===== config.mk =====
export PLATFORM = sky130hd
export DESIGN_NAME = decode_top
export DESIGN_NICKNAME = d
export VERILOG_FILES = /design/src/hw/rv_pkg.sv /design/src/hw/imm_gen.sv /design/src/hw/uop_map.sv /design/src/hw/decode.sv /design/src/hw/uop_queue.sv /design/src/hw/decode_top.sv
export SDC_FILE = /design/constraint.sdc
export NUM_CORES = 1
export LEC_CHECK = 0
export ABC_AREA = 1
export ABC_CLOCK_PERIOD_IN_PS = 17300
export BUFFER_PORTS_ARGS = -buffer_cell sky130_fd_sc_hd__clkbuf_2
export CAP_MARGIN = 20
export CORE_UTILIZATION = 51
export DETAILED_ROUTE_END_ITERATION = 12
export PLACE_DENSITY = 0.85
export RECOVER_POWER = 25
export SKIP_LAST_GASP = 1
export SLEW_MARGIN = 10
export SYNTH_ARGS = -nofsm -noshare
export SYNTH_HDL_FRONTEND = slang
export SYNTH_SLANG_ARGS = --single-unit
export TNS_END_PERCENT = 30

===== constraint.sdc =====
create_clock -name clk -period 17.3 [get_ports clk]
set_input_delay 0 -clock clk [delete_from_list [all_inputs] [get_ports clk]]
set_output_delay 0 -clock clk [all_outputs]
set_load 0.02 [all_outputs]

===== src/hw/rv_pkg.sv =====
package rv_pkg;

    typedef logic [63:0] t_xlen_word;
    typedef logic [63:0] t_addr;
    typedef logic [31:0] t_instr_word;
    typedef logic [4:0]  t_reg_idx;
    typedef logic [2:0]  t_funct3;
    typedef logic [6:0]  t_funct7;
    typedef logic [6:0]  t_opcode;

    // major opcodes handled by decode
    localparam t_opcode OPC_LOAD      = 7'b0000011;
    localparam t_opcode OPC_OP_IMM    = 7'b0010011;
    localparam t_opcode OPC_AUIPC     = 7'b0010111;
    localparam t_opcode OPC_OP_IMM_32 = 7'b0011011;
    localparam t_opcode OPC_STORE     = 7'b0100011;
    localparam t_opcode OPC_OP        = 7'b0110011;
    localparam t_opcode OPC_LUI       = 7'b0110111;
    localparam t_opcode OPC_OP_32     = 7'b0111011;
    localparam t_opcode OPC_BRANCH    = 7'b1100011;
    localparam t_opcode OPC_JALR      = 7'b1100111;
    localparam t_opcode OPC_JAL       = 7'b1101111;
    localparam t_opcode OPC_SYSTEM    = 7'b1110011;

    typedef enum logic [2:0] {
        FMT_R, FMT_I, FMT_S, FMT_B, FMT_U, FMT_J, FMT_NONE
    } t_instr_fmt;

    typedef enum logic [1:0] {
        OP_REG, OP_IMM, OP_ZERO, OP_INVD
    } t_optype;

    typedef enum logic [1:0] {
        SZ_4B, SZ_8B
    } t_opsize;

    typedef struct packed {
        t_reg_idx opreg;
        t_optype  optype;
        t_opsize  opsize;
    } t_operand;

    typedef enum logic [4:0] {
        U_ADD, U_SUB, U_SLL, U_SLT, U_SLTU, U_XOR, U_SRL, U_SRA, U_OR, U_AND,
        U_LOAD, U_STORE, U_BRANCH, U_LUI, U_AUIPC, U_JAL, U_JALR, U_EBREAK,
        U_ILLEGAL
    } t_uop;

    // R-type view of the raw word, other formats reuse the same slices
    typedef struct packed {
        t_funct7  funct7;
        t_reg_idx rs2;
        t_reg_idx rs1;
        t_funct3  funct3;
        t_reg_idx rd;
        t_opcode  opcode;
    } t_instr_fields;

    typedef struct packed {
        t_addr       pc;
        t_instr_word instr;
    } t_instr_pkt;

    typedef struct packed {
        t_uop       uop;
        t_instr_fmt ifmt;
        t_funct3    funct3;
        t_funct7    funct7;
        t_operand   dst;
        t_operand   src1;
        t_operand   src2;
        t_xlen_word imm64;
        t_addr      pc;
    } t_uinstr;

    function automatic t_instr_fmt get_instr_format(input t_opcode opcode);
        t_instr_fmt fmt;
        case (opcode)
            OPC_OP, OPC_OP_32:
                fmt = FMT_R;
            OPC_OP_IMM, OPC_OP_IMM_32, OPC_LOAD, OPC_JALR, OPC_SYSTEM:
                fmt = FMT_I;
            OPC_STORE:
                fmt = FMT_S;
            OPC_BRANCH:
                fmt = FMT_B;
            OPC_LUI, OPC_AUIPC:
                fmt = FMT_U;
            OPC_JAL:
                fmt = FMT_J;
            default:
                fmt = FMT_NONE;
        endcase
        return fmt;
    endfunction

endpackage


===== src/hw/imm_gen.sv =====
module imm_gen (
    input  rv_pkg::t_instr_word instr,
    output rv_pkg::t_xlen_word  imm64
);

    rv_pkg::t_instr_fmt ifmt;

    assign ifmt = rv_pkg::get_instr_format(instr[6:0]);

    always_comb begin
        case (ifmt)
            rv_pkg::FMT_I: begin
                imm64 = {{52{instr[31]}}, instr[31:20]};
            end
            rv_pkg::FMT_S: begin
                imm64 = {{52{instr[31]}}, instr[31:25], instr[11:7]};
            end
            rv_pkg::FMT_B: begin
                // 13 bit offset, lsb always zero
                imm64 = {{51{instr[31]}}, instr[31], instr[7], instr[30:25],
                         instr[11:8], 1'b0};
            end
            rv_pkg::FMT_U: begin
                imm64 = {{32{instr[31]}}, instr[31:12], 12'b0};
            end
            rv_pkg::FMT_J: begin
                // 21 bit offset, lsb always zero
                imm64 = {{43{instr[31]}}, instr[31], instr[19:12], instr[20],
                         instr[30:21], 1'b0};
            end
            default: begin
                // R format and unknown opcodes
                imm64 = '0;
            end
        endcase
    end

endmodule


===== src/hw/uop_map.sv =====
module uop_map (
    input  rv_pkg::t_instr_word instr,
    output rv_pkg::t_uop        uop,
    output rv_pkg::t_opsize     opsize
);

    rv_pkg::t_instr_fields fields;
    logic                  is_reg_op;
    logic                  is_word_op;

    assign fields     = rv_pkg::t_instr_fields'(instr);
    assign is_reg_op  = (fields.opcode == rv_pkg::OPC_OP) |
                        (fields.opcode == rv_pkg::OPC_OP_32);
    assign is_word_op = (fields.opcode == rv_pkg::OPC_OP_32) |
                        (fields.opcode == rv_pkg::OPC_OP_IMM_32);

    // W-suffix ops work on the low word
    assign opsize = is_word_op ? rv_pkg::SZ_4B : rv_pkg::SZ_8B;

    always_comb begin
        uop = rv_pkg::U_ILLEGAL;
        case (fields.opcode)
            rv_pkg::OPC_OP, rv_pkg::OPC_OP_32, rv_pkg::OPC_OP_IMM, rv_pkg::OPC_OP_IMM_32: begin
                case (fields.funct3)
                    3'd0: uop = (is_reg_op & fields.funct7[5]) ? rv_pkg::U_SUB : rv_pkg::U_ADD;
                    3'd1: uop = rv_pkg::U_SLL;
                    3'd2: uop = rv_pkg::U_SLT;
                    3'd3: uop = rv_pkg::U_SLTU;
                    3'd4: uop = rv_pkg::U_XOR;
                    // arithmetic shift on both reg and imm forms
                    3'd5: uop = fields.funct7[5] ? rv_pkg::U_SRA : rv_pkg::U_SRL;
                    3'd6: uop = rv_pkg::U_OR;
                    default: uop = rv_pkg::U_AND;
                endcase
            end
            rv_pkg::OPC_LOAD: begin
                uop = rv_pkg::U_LOAD;
            end
            rv_pkg::OPC_STORE: begin
                uop = rv_pkg::U_STORE;
            end
            rv_pkg::OPC_BRANCH: begin
                uop = rv_pkg::U_BRANCH;
            end
            rv_pkg::OPC_LUI: begin
                uop = rv_pkg::U_LUI;
            end
            rv_pkg::OPC_AUIPC: begin
                uop = rv_pkg::U_AUIPC;
            end
            rv_pkg::OPC_JAL: begin
                uop = rv_pkg::U_JAL;
            end
            rv_pkg::OPC_JALR: begin
                uop = rv_pkg::U_JALR;
            end
            rv_pkg::OPC_SYSTEM: begin
                // only ebreak, imm field == 1
                if (instr[31:20] == 12'd1) begin
                    uop = rv_pkg::U_EBREAK;
                end
            end
            default: begin
                uop = rv_pkg::U_ILLEGAL;
            end
        endcase
    end

endmodule


===== src/hw/decode.sv =====
module decode (
    input  logic               valid_in,
    input  rv_pkg::t_instr_pkt instr_in,
    output rv_pkg::t_uinstr    uinstr_de0,
    output logic               push_de0
);

    rv_pkg::t_instr_fields fields_de0;
    rv_pkg::t_instr_fmt    ifmt_de0;
    rv_pkg::t_uop          uop_de0;
    rv_pkg::t_opsize       opsize_de0;
    rv_pkg::t_xlen_word    imm64_de0;

    assign fields_de0 = rv_pkg::t_instr_fields'(instr_in.instr);
    assign ifmt_de0   = rv_pkg::get_instr_format(fields_de0.opcode);

    imm_gen u_imm_gen (
        .instr (instr_in.instr),
        .imm64 (imm64_de0)
    );

    uop_map u_uop_map (
        .instr  (instr_in.instr),
        .uop    (uop_de0),
        .opsize (opsize_de0)
    );

    // flush handling lives in the queue
    assign push_de0 = valid_in;

    always_comb begin
        uinstr_de0        = '0;
        uinstr_de0.uop    = uop_de0;
        uinstr_de0.ifmt   = ifmt_de0;
        uinstr_de0.imm64  = imm64_de0;
        uinstr_de0.pc     = instr_in.pc;
        uinstr_de0.dst    = '{opreg: '0, optype: rv_pkg::OP_INVD, opsize: opsize_de0};
        uinstr_de0.src1   = '{opreg: '0, optype: rv_pkg::OP_INVD, opsize: opsize_de0};
        uinstr_de0.src2   = '{opreg: '0, optype: rv_pkg::OP_INVD, opsize: opsize_de0};

        case (ifmt_de0)
            rv_pkg::FMT_R: begin
                uinstr_de0.funct3 = fields_de0.funct3;
                uinstr_de0.funct7 = fields_de0.funct7;
                uinstr_de0.dst.opreg   = fields_de0.rd;
                uinstr_de0.dst.optype  = rv_pkg::OP_REG;
                uinstr_de0.src1.opreg  = fields_de0.rs1;
                uinstr_de0.src1.optype = rv_pkg::OP_REG;
                uinstr_de0.src2.opreg  = fields_de0.rs2;
                uinstr_de0.src2.optype = rv_pkg::OP_REG;
            end
            rv_pkg::FMT_I: begin
                // also jalr, loads and ebreak
                uinstr_de0.funct3 = fields_de0.funct3;
                uinstr_de0.dst.opreg   = fields_de0.rd;
                uinstr_de0.dst.optype  = rv_pkg::OP_REG;
                uinstr_de0.src1.opreg  = fields_de0.rs1;
                uinstr_de0.src1.optype = rv_pkg::OP_REG;
                uinstr_de0.src2.optype = rv_pkg::OP_IMM;
            end
            rv_pkg::FMT_S, rv_pkg::FMT_B: begin
                // no destination, compare or address and data sources
                uinstr_de0.funct3 = fields_de0.funct3;
                uinstr_de0.src1.opreg  = fields_de0.rs1;
                uinstr_de0.src1.optype = rv_pkg::OP_REG;
                uinstr_de0.src2.opreg  = fields_de0.rs2;
                uinstr_de0.src2.optype = rv_pkg::OP_REG;
            end
            rv_pkg::FMT_U, rv_pkg::FMT_J: begin
                uinstr_de0.dst.opreg   = fields_de0.rd;
                uinstr_de0.dst.optype  = rv_pkg::OP_REG;
            end
            default: begin
                // unknown opcode, operands stay invalid
                uinstr_de0.funct3 = '0;
            end
        endcase

        // x0 handling
        if (uinstr_de0.src1.optype == rv_pkg::OP_REG && uinstr_de0.src1.opreg == '0) begin
            uinstr_de0.src1.optype = rv_pkg::OP_ZERO;
        end
        if (uinstr_de0.src2.optype == rv_pkg::OP_REG && uinstr_de0.src2.opreg == '0) begin
            uinstr_de0.src2.optype = rv_pkg::OP_ZERO;
        end
        if (uinstr_de0.dst.optype == rv_pkg::OP_REG && uinstr_de0.dst.opreg == '0) begin
            uinstr_de0.dst.optype = rv_pkg::OP_INVD;
        end
    end

endmodule


===== src/hw/uop_queue.sv =====
module uop_queue #(
    parameter int QUEUE_DEPTH = 2
) (
    input  logic            clk,
    input  logic            reset,
    input  logic            push,
    input  rv_pkg::t_uinstr din,
    input  logic            flush,
    input  logic            pop_ready,
    output logic            valid_out,
    output rv_pkg::t_uinstr dout,
    output logic            full
);

    localparam int PTR_W = $clog2(QUEUE_DEPTH);
    localparam int CNT_W = $clog2(QUEUE_DEPTH + 1);

    rv_pkg::t_uinstr  entries [QUEUE_DEPTH];
    logic [PTR_W-1:0] rd_ptr;
    logic [PTR_W-1:0] wr_ptr;
    logic [CNT_W-1:0] count;
    logic             empty;
    logic             push_ok;
    logic             pop;

    // wrap for any depth, not only powers of two
    function automatic logic [PTR_W-1:0] next_ptr(input logic [PTR_W-1:0] ptr);
        return (ptr == PTR_W'(QUEUE_DEPTH - 1)) ? '0 : ptr + 1'b1;
    endfunction

    assign empty   = (count == '0);
    assign full    = (count == CNT_W'(QUEUE_DEPTH));
    assign push_ok = push & ~full & ~flush;
    assign pop     = ~empty & pop_ready & ~flush;

    assign valid_out = pop;
    assign dout      = entries[rd_ptr];

    always_ff @(posedge clk) begin
        if (push_ok) begin
            entries[wr_ptr] <= din;
        end
    end

    always_ff @(posedge clk) begin
        if (reset || flush) begin
            rd_ptr <= '0;
            wr_ptr <= '0;
            count  <= '0;
        end else begin
            if (push_ok) begin
                wr_ptr <= next_ptr(wr_ptr);
            end
            if (pop) begin
                rd_ptr <= next_ptr(rd_ptr);
            end
            count <= count + CNT_W'(push_ok) - CNT_W'(pop);
        end
    end

endmodule


===== src/hw/decode_top.sv =====
module decode_top #(
    parameter int QUEUE_DEPTH = 2
) (
    input  logic               clk,
    input  logic               reset,
    input  logic               valid_in,
    input  rv_pkg::t_instr_pkt instr_in,
    input  logic               br_mispred,
    input  logic               rename_ready,
    output logic               valid_out,
    output rv_pkg::t_uinstr    uinstr_out,
    output logic               queue_full
);

    rv_pkg::t_uinstr uinstr_de0;
    logic            push_de0;

    decode u_decode (
        .valid_in   (valid_in),
        .instr_in   (instr_in),
        .uinstr_de0 (uinstr_de0),
        .push_de0   (push_de0)
    );

    // DE1
    uop_queue #(
        .QUEUE_DEPTH (QUEUE_DEPTH)
    ) u_uop_queue (
        .clk       (clk),
        .reset     (reset),
        .push      (push_de0),
        .din       (uinstr_de0),
        .flush     (br_mispred),
        .pop_ready (rename_ready),
        .valid_out (valid_out),
        .dout      (uinstr_out),
        .full      (queue_full)
    );

endmodule


==> metrics.yaml, run 1 <==
relSlewSlack_pct: -26.6
ios: 276
fin_cells: 1384
start_util_pct: 52.1
multi_input_area_mm2: 0.00259
clock_path_buffers: 3
worstSetupPathType: "reg2out"
rows: 54
clock_latency_ps: 530
post-place-cells: 1236
h-tree-depth: 1
cts_root_buffer: "clkbuf_16"
synth_top_area_share_pct: 70.8
nets: 1186
clk_pin_slew_ps: 60
firstDrtPassIters: 5
cts.sinks: 273
place_congestion: 0.833
seq_area_frac_synth_pct: 71.7
ctsResizeCount: 0
post_drt_wl_per_cell_um: 18.1
dieHeight_um: 151
synth.avg_cell_area_um2: 15.5
crit_path_max_fanout: 55
regArea_mm2: 0.00815
grt_pass1_vias: 6923
syn-instance-count: 734
antennaDiodeCount: 0
drcViolationCount: 0
detail-route-antenna-nets: 0
min_path_type: "in2reg"
die-area_mm2: 0.0229
worstMarginPinSlew_ps: 1900
synth-edff-count: 268
critPathCaptureType: "output pin"
min_period_ps: 4360
area_growth_pct: 28.0
cts_tree: "built"
hpwl_mm: 15.9
cts_buffers: 28
grtUsageTotal_pct: 21.1
fin_worst_skew_ps: 7.22
crit_path_start_kind: "flop"
grt_pass1_wl_mm: 36.5
placed_area_mm2: 0.0128
hold_buffers: 96
finalHoldWorstSlack_ps: 79.8
post_cts_buffers: 0
power.static_leakage_nw: 5.47
violations: "capacitance limit, slew limit"
synthTopCellsByArea: "edfxtp_1 (71%), mux2_2 (13%), buf_4 (2.7%)"
fp.coreArea_mm2: 0.0218
rsz0062_at_grt: "false"
vias: 7108
layout_commonest_cell: "edfxtp_1"
crit_required_ps: 17300
synth_ff_type: "edfxtp_1"
synthArstFlopShare_pct: 0
mostFrequentLayoutCells: "edfxtp_1 (268), clkbuf_2 (203), mux2_2 (134)"
drtIter0Drc: 472
yosys.area.top_type: "edfxtp_1"
cp.arrival_ps: 4360
ys_ff_latch: 273
final.period_utilization_pct: 25.2
viasPerCell: 5.14
slew_violations: 45
design_area_mm2: 0.0146
port_buffers: 272
ys.warnings.count: 0
outcome: "finished, violations left"
fill_cells: 1543
yosys.cell_types.count: 39
p_per_area_mw_per_mm2: 103
max_cap_viol_count: 1
drive_above_1_share_pct: 37.5
grt_max_degree: 78
postRouteWirelength_mm: 25.1
hold_viol: 0
fmax_ghz: 0.229
synthesis.area_mm2: 0.0114
utilization_pct: 66.7
antenna_found_initial: 0
final-setup-viol-count: 0
final.setup.tns_ps: 0
overflow: 0
die_w_um: 151
vdd_drop_max_mv: 0.0830
-- routing by layer --
metal  wire (um)  track usage, %  part of all wire (%)  vias up
li1            -               -                     -     3317
met1       10300            28.0                    41     3424
met2       11800            34.7                    47      316
met3        2250            4.37                   9.0       51
met4         701            6.95                   2.8        0
met5           0               0                     0        -
-- final cells by class --
cell class              instances  area share (%)
clock buffers                  30            4.87
clock inverters                22            1.66
inverters                      60            1.58
multi-input cells             345            17.8
flip-flops and latches        273            56.0
well taps                     280            2.41
repair buffers                374            15.7
-- worst max-delay path: stages, from the launching register on --
cell and delay (ps):
dfxtp_1 1590, buf_4 810, buf_4 560, mux2_2 550, clkbuf_2 260
-- Yosys cell counts (all sizes together), types with 4 or more instances --
cell    number
o21ai       24
nand2       70
a21oi       11
edfxtp     268
mux2       134
nor2        63
dfxtp        5
clkbuf       9
buf         49
nand3       17
nor3         4
nand4        4
inv         60
-- logic make-up after synthesis --
kind of cell	after synthesis	share of synthesized area (%)
flip-flops	273	71.7
XOR/XNOR	1	0.0771
multiplexers	134	13.3
AND/OR/NAND/NOR	162	6.80
adder cells (fa/ha/maj)	3	0.330
AO/OA/AOI/OAI	42	2.35
other	1	0.0330
buffers and inverters	118	5.44
-- through the flow --
stage | power, mW | worst slack (ps)
global route | 1.55 | 12480
global placement | 0.881 | 14360
detailed placement | 0.884 | 14240
floorplan | 0.845 | 10290
CTS | 1.51 | 13820
finish | 1.50 | 12940
-- final timing paths --
path,start,end,slack (ps),cells past startpoint
setup / recovery,flop,uinstr_out[119],12940,4
hold / removal,instr_in[6],u_uop_queue.entries[1][144]$_DFFE_PP_,80,5
setup reg to reg,u_uop_queue.count[1]$_SDFF_PP0_,u_uop_queue.entries[1][67]$_DFFE_PP_,14180,7
hold reg to reg,u_uop_queue.rd_ptr$_SDFFE_PP0P_,u_uop_queue.rd_ptr$_SDFFE_PP0P_,490,2
-- state kept, by name, indices dropped and copies added, names as in the netlist, named ones only --
| signal | flops |
|---|---|
| u_uop_queue.entries | 268 |
| u_uop_queue.count | 2 |
| u_uop_queue.wr_ptr | 1 |
| u_uop_queue.rd_ptr | 1 |
-- power breakdown --
group	switching [mW]	internal [mW]	leakage (nW)
clock	0.242	0.370	0.461
sequential	0.00521	0.746	2.43
combinational	0.0826	0.0525	2.57
Power figures use the tool's default switching activity.
==> inputs of run 2 (changes only) <==
- ABC_CLOCK_PERIOD_IN_PS: 17300 -> 4100
- clock period: 17.3 -> 4.1 ns (I/O delays scaled with it)
==> run 2 against run 1 <==
The flow now finishes without violations. Final cell count is essentially flat. Sequential share of layout area shrank 0.25 points. Core utilization grew 0.33 points. Cell area grew 0.49%. Critical path type is now reg2reg.
==> metrics.yaml, run 2 (same netlist as run 1, synthesis figures left out) <==
outcome: "finished, final reports clean"
top_layer_used: "met4"
largest-register: "u_uop_queue.entries"
vias: 7036
cts.sinks: 273
fin_worst_skew_ps: 9.93
critPathCaptureType: "flop"
fmax_ghz: 0.358
die_w_um: 151
hpwl_mm: 16.3
wl_met1_mm: 10.0
dr_wl_met2_mm: 12.8
vdd_drop_max_mv: 0.302
ios: 276
nets: 1185
h-tree-depth: 1
min_period_ps: 2790
p_per_area_mw_per_mm2: 437
routed-wl-met3_mm: 2.28
holdPathStages: 5
dieHeight_um: 151
worstSetupPathType: "reg2reg"
firstDrtPassIters: 6
place_congestion: 0.866
placed_area_mm2: 0.0128
min_path_type: "in2reg"
utilization_pct: 67.0
drtIter0Drc: 463
crit_path_start_kind: "flop"
detail-route-antenna-nets: 0
post_drt_wl_per_cell_um: 18.5
area_growth_pct: 28.7
cp.arrival_ps: 2920
min_to: "u_uop_queue.entries[0][165]$_DFFE_PP_"
final.setup.tns_ps: 0
start_util_pct: 52.1
port_buffers: 272
ctsResizeCount: 0
mostFrequentLayoutCells: "edfxtp_1 (268), clkbuf_2 (229), mux2_2 (134)"
rsz0062_at_grt: "false"
rows: 54
finalHoldWorstSlack_ps: 105
place_ws_ps: 1810
final.period_utilization_pct: 68.1
largest_register_ffs: 268
grt_max_degree: 102
ff2ff_path_depth: 6
crit_required_ps: 4220
antennaDiodeCount: 0
power.static_leakage_nw: 5.55
timing.rr.end: "u_uop_queue.entries[1][141]$_DFFE_PP_"
total_power_mw: 6.39
antenna_found_initial: 0
cts_root_buffer: "clkbuf_16"
fin_cells: 1383
fp.coreArea_mm2: 0.0218
crit_path_max_fanout: 101
cts_buffers: 28
reg2reg_from: "u_uop_queue.count[1]$_SDFF_PP0_"
postRouteWirelength_mm: 25.6
cts_tree: "built"
reg2reg_slack_ps: 1310
grt_pass1_wl_mm: 37.1
clock_path_buffers: 3
hold_viol: 0
slew_violations: 0
clock_latency_ps: 530
viasPerCell: 5.09
regArea_mm2: 0.00815
multi_input_area_mm2: 0.00259
drcViolationCount: 0
design_area_mm2: 0.0146
grtUsageTotal_pct: 21.5
max_cap_viol_count: 0
overflow: 0
hp-start: "instr_in[4]"
fill_cells: 1455
die-area_mm2: 0.0229
setup_ws_ps: 1310
final-setup-viol-count: 0
post-place-cells: 1236
reg_top3: "u_uop_queue.entries (268), u_uop_queue.count (2)"
relSlewSlack_pct: 0.883
post_cts_buffers: 0
drive_above_1_share_pct: 40.2
layout_commonest_cell: "edfxtp_1"
worstMarginPinSlew_ps: 1490
clk_pin_slew_ps: 60
grt_pass1_vias: 7104
-- run 2: cell types whose count changed in the layout (fill, tap and decap cells not counted), moves of 2 or more --
cell / change
clkbuf_1: -26
clkbuf_2: +26
clkinv_1: -5
buf_4: -3
buf_12: +2
clkinv_4: +2
-- run 2: critical path: stages, from the launching register on --
cell      delay (ps)
dfxtp_1          340
inv_1             70
nor2_1            60
nor3_1           390
inv_1            200
nor2_4           130
clkbuf_4        1070
-- run 2: worst max path at each step --
stage | startpoint | to | slack (ps) | cells past startpoint
2_1_floorplan | u_uop_queue.count[1]$_SDFF_PP0_ | u_uop_queue.entries[1][0]$_DFFE_PP_ | -650 | 5
3_3_place_gp | instr_in[1] | u_uop_queue.entries[0][86]$_DFFE_PP_ | 1950 | 11
3_5_place_dp | instr_in[1] | u_uop_queue.entries[1][87]$_DFFE_PP_ | 1810 | 11
4_1_cts | flop | uinstr_out[84] | 1540 | 3
5_1_grt | instr_in[3] | u_uop_queue.entries[0][88]$_DFFE_PP_ | 1090 | 16
6_report | u_uop_queue.count[1]$_SDFF_PP0_ | u_uop_queue.entries[1][141]$_DFFE_PP_ | 1310 | 6
-- run 2: routing by layer --
layer / global-route usage [%] / vias up
met2: 38.4 / 317
met1: 26.8 / 3366
li1: - / 3318
met3: 4.10 / 35
met5: 0 / -
met4: 5.25 / 0
-- run 2: final cells by class --
| class | instances | share of cell area [%] |
|---|---|---|
| clock inverter | 20 | 1.62 |
| tap | 280 | 2.40 |
| sequential | 273 | 55.8 |
| clock buffer | 32 | 5.04 |
| timing repair buffer | 373 | 15.9 |
| multi-input combinational | 345 | 17.7 |
| inverter | 60 | 1.57 |
-- run 2: what timing repair did --
| action | in CTS | in global routing |
|---|---|---|
| endpoints found under the hold margin | 249 | 0 |
| hold buffers | 95 | 0 |
| setup endpoints to repair | 0 | 0 |
-- run 2: power by group --
part,leakage [nW],switching [mW],internal (mW)
clock,0.472,1.03,1.61
combinational,2.65,0.350,0.226
sequential,2.43,0.0234,3.15
==> inputs of run 3 (changes only) <==
- ABC_AREA: 1 -> 0
- ABC_CLOCK_PERIOD_IN_PS: 4100 -> 2900
- clock period: 4.1 -> 2.9 ns (I/O delays scaled with it)
==> run 3 against run 2 <==
Synthesized area about the same. Critical path depth increased by 4. First-iteration DRC count increased by 6.7%. Hold slack got worse by 18 ps. Highest routed layer unchanged. Via count unchanged. Register-to-register slack got worse by 890 ps. Clock skew increased by 2.5 ps.
==> metrics.yaml, run 3 <==
clk_pin_slew_ps: 60
multi_input_area_mm2: 0.00279
synth-edff-count: 268
max_cap_viol_count: 0
nets: 1121
clock_latency_ps: 530
grt_pass1_wl_mm: 38.0
internal_power_mw: 6.83
min_path_type: "in2reg"
viasPerCell: 5.33
drtIter0Drc: 494
post_cts_buffers: 0
firstDrtPassIters: 5
layout_commonest_cell: "edfxtp_1"
holdPathStages: 3
synth.avg_cell_area_um2: 16.9
setup_ws_ps: 199
cts.sinks: 273
crit_required_ps: 3250
seq_area_frac_synth_pct: 71.8
synth_commonest_cells: "edfxtp_1 (268), mux2_2 (134), buf_4 (41)"
finalHoldWorstSlack_ps: 86.4
fin_worst_skew_ps: 12.4
power.static_leakage_nw: 5.48
ys.warnings.count: 0
cp.arrival_ps: 3050
critPathCaptureType: "flop"
yosys.cell_types.count: 57
yosysMostFrequentCell: "edfxtp_1"
total_power_mw: 8.74
relSlewSlack_pct: 44.7
yosys.area.top_type: "edfxtp_1"
clock_path_buffers: 3
largest-register: "u_uop_queue.entries"
swShare_pct: 21.9
area_growth_pct: 29.0
h-tree-depth: 1
mostFrequentLayoutCells: "edfxtp_1 (268), clkbuf_2 (223), mux2_2 (134)"
fill_cells: 1486
crit_path_start_kind: "input port"
die_w_um: 151
grtUsageTotal_pct: 22.1
outcome: "finished, final reports clean"
final.period_utilization_pct: 93.1
dieHeight_um: 151
reg_top3: "u_uop_queue.entries (268), u_uop_queue.count (2)"
synthesis.area_mm2: 0.0114
cts_tree: "built"
clkPwrFrac_pct: 40.4
worstMarginPinSlew_ps: 830
grt_pass1_vias: 6984
detail-route-antenna-nets: 0
netSwitchingPower_mw: 1.91
min_period_ps: 2700
synthArstFlopShare_pct: 0
rows: 54
p_per_area_mw_per_mm2: 597
start_util_pct: 52.0
final-setup-viol-count: 0
grt_max_degree: 76
p_seq_share_pct: 51.1
fp.coreArea_mm2: 0.0218
ys_ff_latch: 273
combPwrFrac_pct: 8.5
vdd_drop_max_mv: 0.408
ff2ff_path_depth: 4
overflow: 0
vias: 7036
cts_buffers: 28
largest_register_ffs: 268
cts_root_buffer: "clkbuf_16"
antenna_found_initial: 1
synthTopCellsByArea: "edfxtp_1 (71%), mux2_2 (13%), buf_4 (2.7%)"
post_drt_wl_per_cell_um: 20.0
drive_above_1_share_pct: 41.6
crit_path_max_fanout: 13
ios: 276
rsz0062_at_grt: "false"
regArea_mm2: 0.00815
fmax_ghz: 0.370
place_congestion: 0.964
hpwl_mm: 16.8
fin_cells: 1319
slew_violations: 0
drcViolationCount: 0
synth_top_area_share_pct: 70.9
worstSetupPathType: "in2reg"
post-place-cells: 1172
utilization_pct: 67.1
hold_viol: 0
syn-instance-count: 671
die-area_mm2: 0.0229
place_ws_ps: 127
port_buffers: 272
synth_ff_type: "edfxtp_1"
postRouteWirelength_mm: 26.4
==> run 3: logic make-up (layout without fill, tap and decap cells) <==
kind of cell               Yosys count  count (layout)  share of synthesized area [%]
other                                1               4                         0.0330
adders and majority gates            4               4                          0.419
and+or+nand+nor                    117             117                           6.16
muxes                              137             137                           13.6
AOI/OAI and AO/OA                   58              58                           3.75
xor gates and xnor gates             5               5                          0.386
buffers and inverters               76             441                           3.93
DFF                                273             273                           71.8
==> run 3: worst paths after layout <==
check                                        from                                     to  slack, ps
setup / recovery                      instr_in[3]   u_uop_queue.entries[1][75]$_DFFE_PP_        200
setup reg to reg  u_uop_queue.count[1]$_SDFF_PP0_    u_uop_queue.entries[1][6]$_DFFE_PP_        420
hold / removal                        instr_in[4]  u_uop_queue.entries[0][166]$_DFFE_PP_         90
hold reg to reg   u_uop_queue.count[1]$_SDFF_PP0_        u_uop_queue.count[1]$_SDFF_PP0_        560
==> run 3: timing repair <==
item	CTS	global route
hold buffers	95	0
setup endpoints to repair	0	30
endpoints found under the hold margin	251	0
gates resized for setup	0	2
==> run 3: worst max-delay path, cell delays in order <==
cell	delay [ps]
dlygate4sd3_1	530
clkbuf_2	240
nor4_4	570
inv_2	130
ha_1	270
inv_1	140
o2111ai_1	240
a31oi_2	500
nand3b_1	160
a31oi_1	260
==> run 3: final cells by class <==
class / count / area share [%]
flip-flops and latches: 273 / 55.7
multi-input cells: 324 / 19.0
repair buffers: 380 / 16.4
clock buffers: 33 / 5.06
well taps: 280 / 2.39
clock inverters: 18 / 1.15
inverters: 10 / 0.256
diodes: 1 / 0.0171
==> run 3: per-layer routing <==
layer / up-vias / global-route usage (%) / share of wire (%)
met1: 3458 / 25.6 / 38
met4: 0 / 4.95 / 1.9
met2: 314 / 40.9 / 52
met3: 45 / 5.57 / 8.4
li1: 3219 / - / -
met5: - / 0 / 0
==> run 3: stage by stage <==
stage / setup TNS [ps] / area, um^2
CTS: 0 / 14700
global placement: 0 / 12900
detailed placement: 0 / 12900
global route: 0 / 14600
floorplan: -42490 / 11400
finish: 0 / 14600
==> run 3: power by group through the flow <==
stage,clock network [mW],logic [mW],registers [mW]
2_1_floorplan,0,0.397,4.54
3_3_place_gp,0,0.632,4.54
3_5_place_dp,0,0.647,4.55
4_1_cts,3.59,0.755,4.46
5_1_grt,3.73,0.795,4.47
6_report,3.53,0.743,4.46
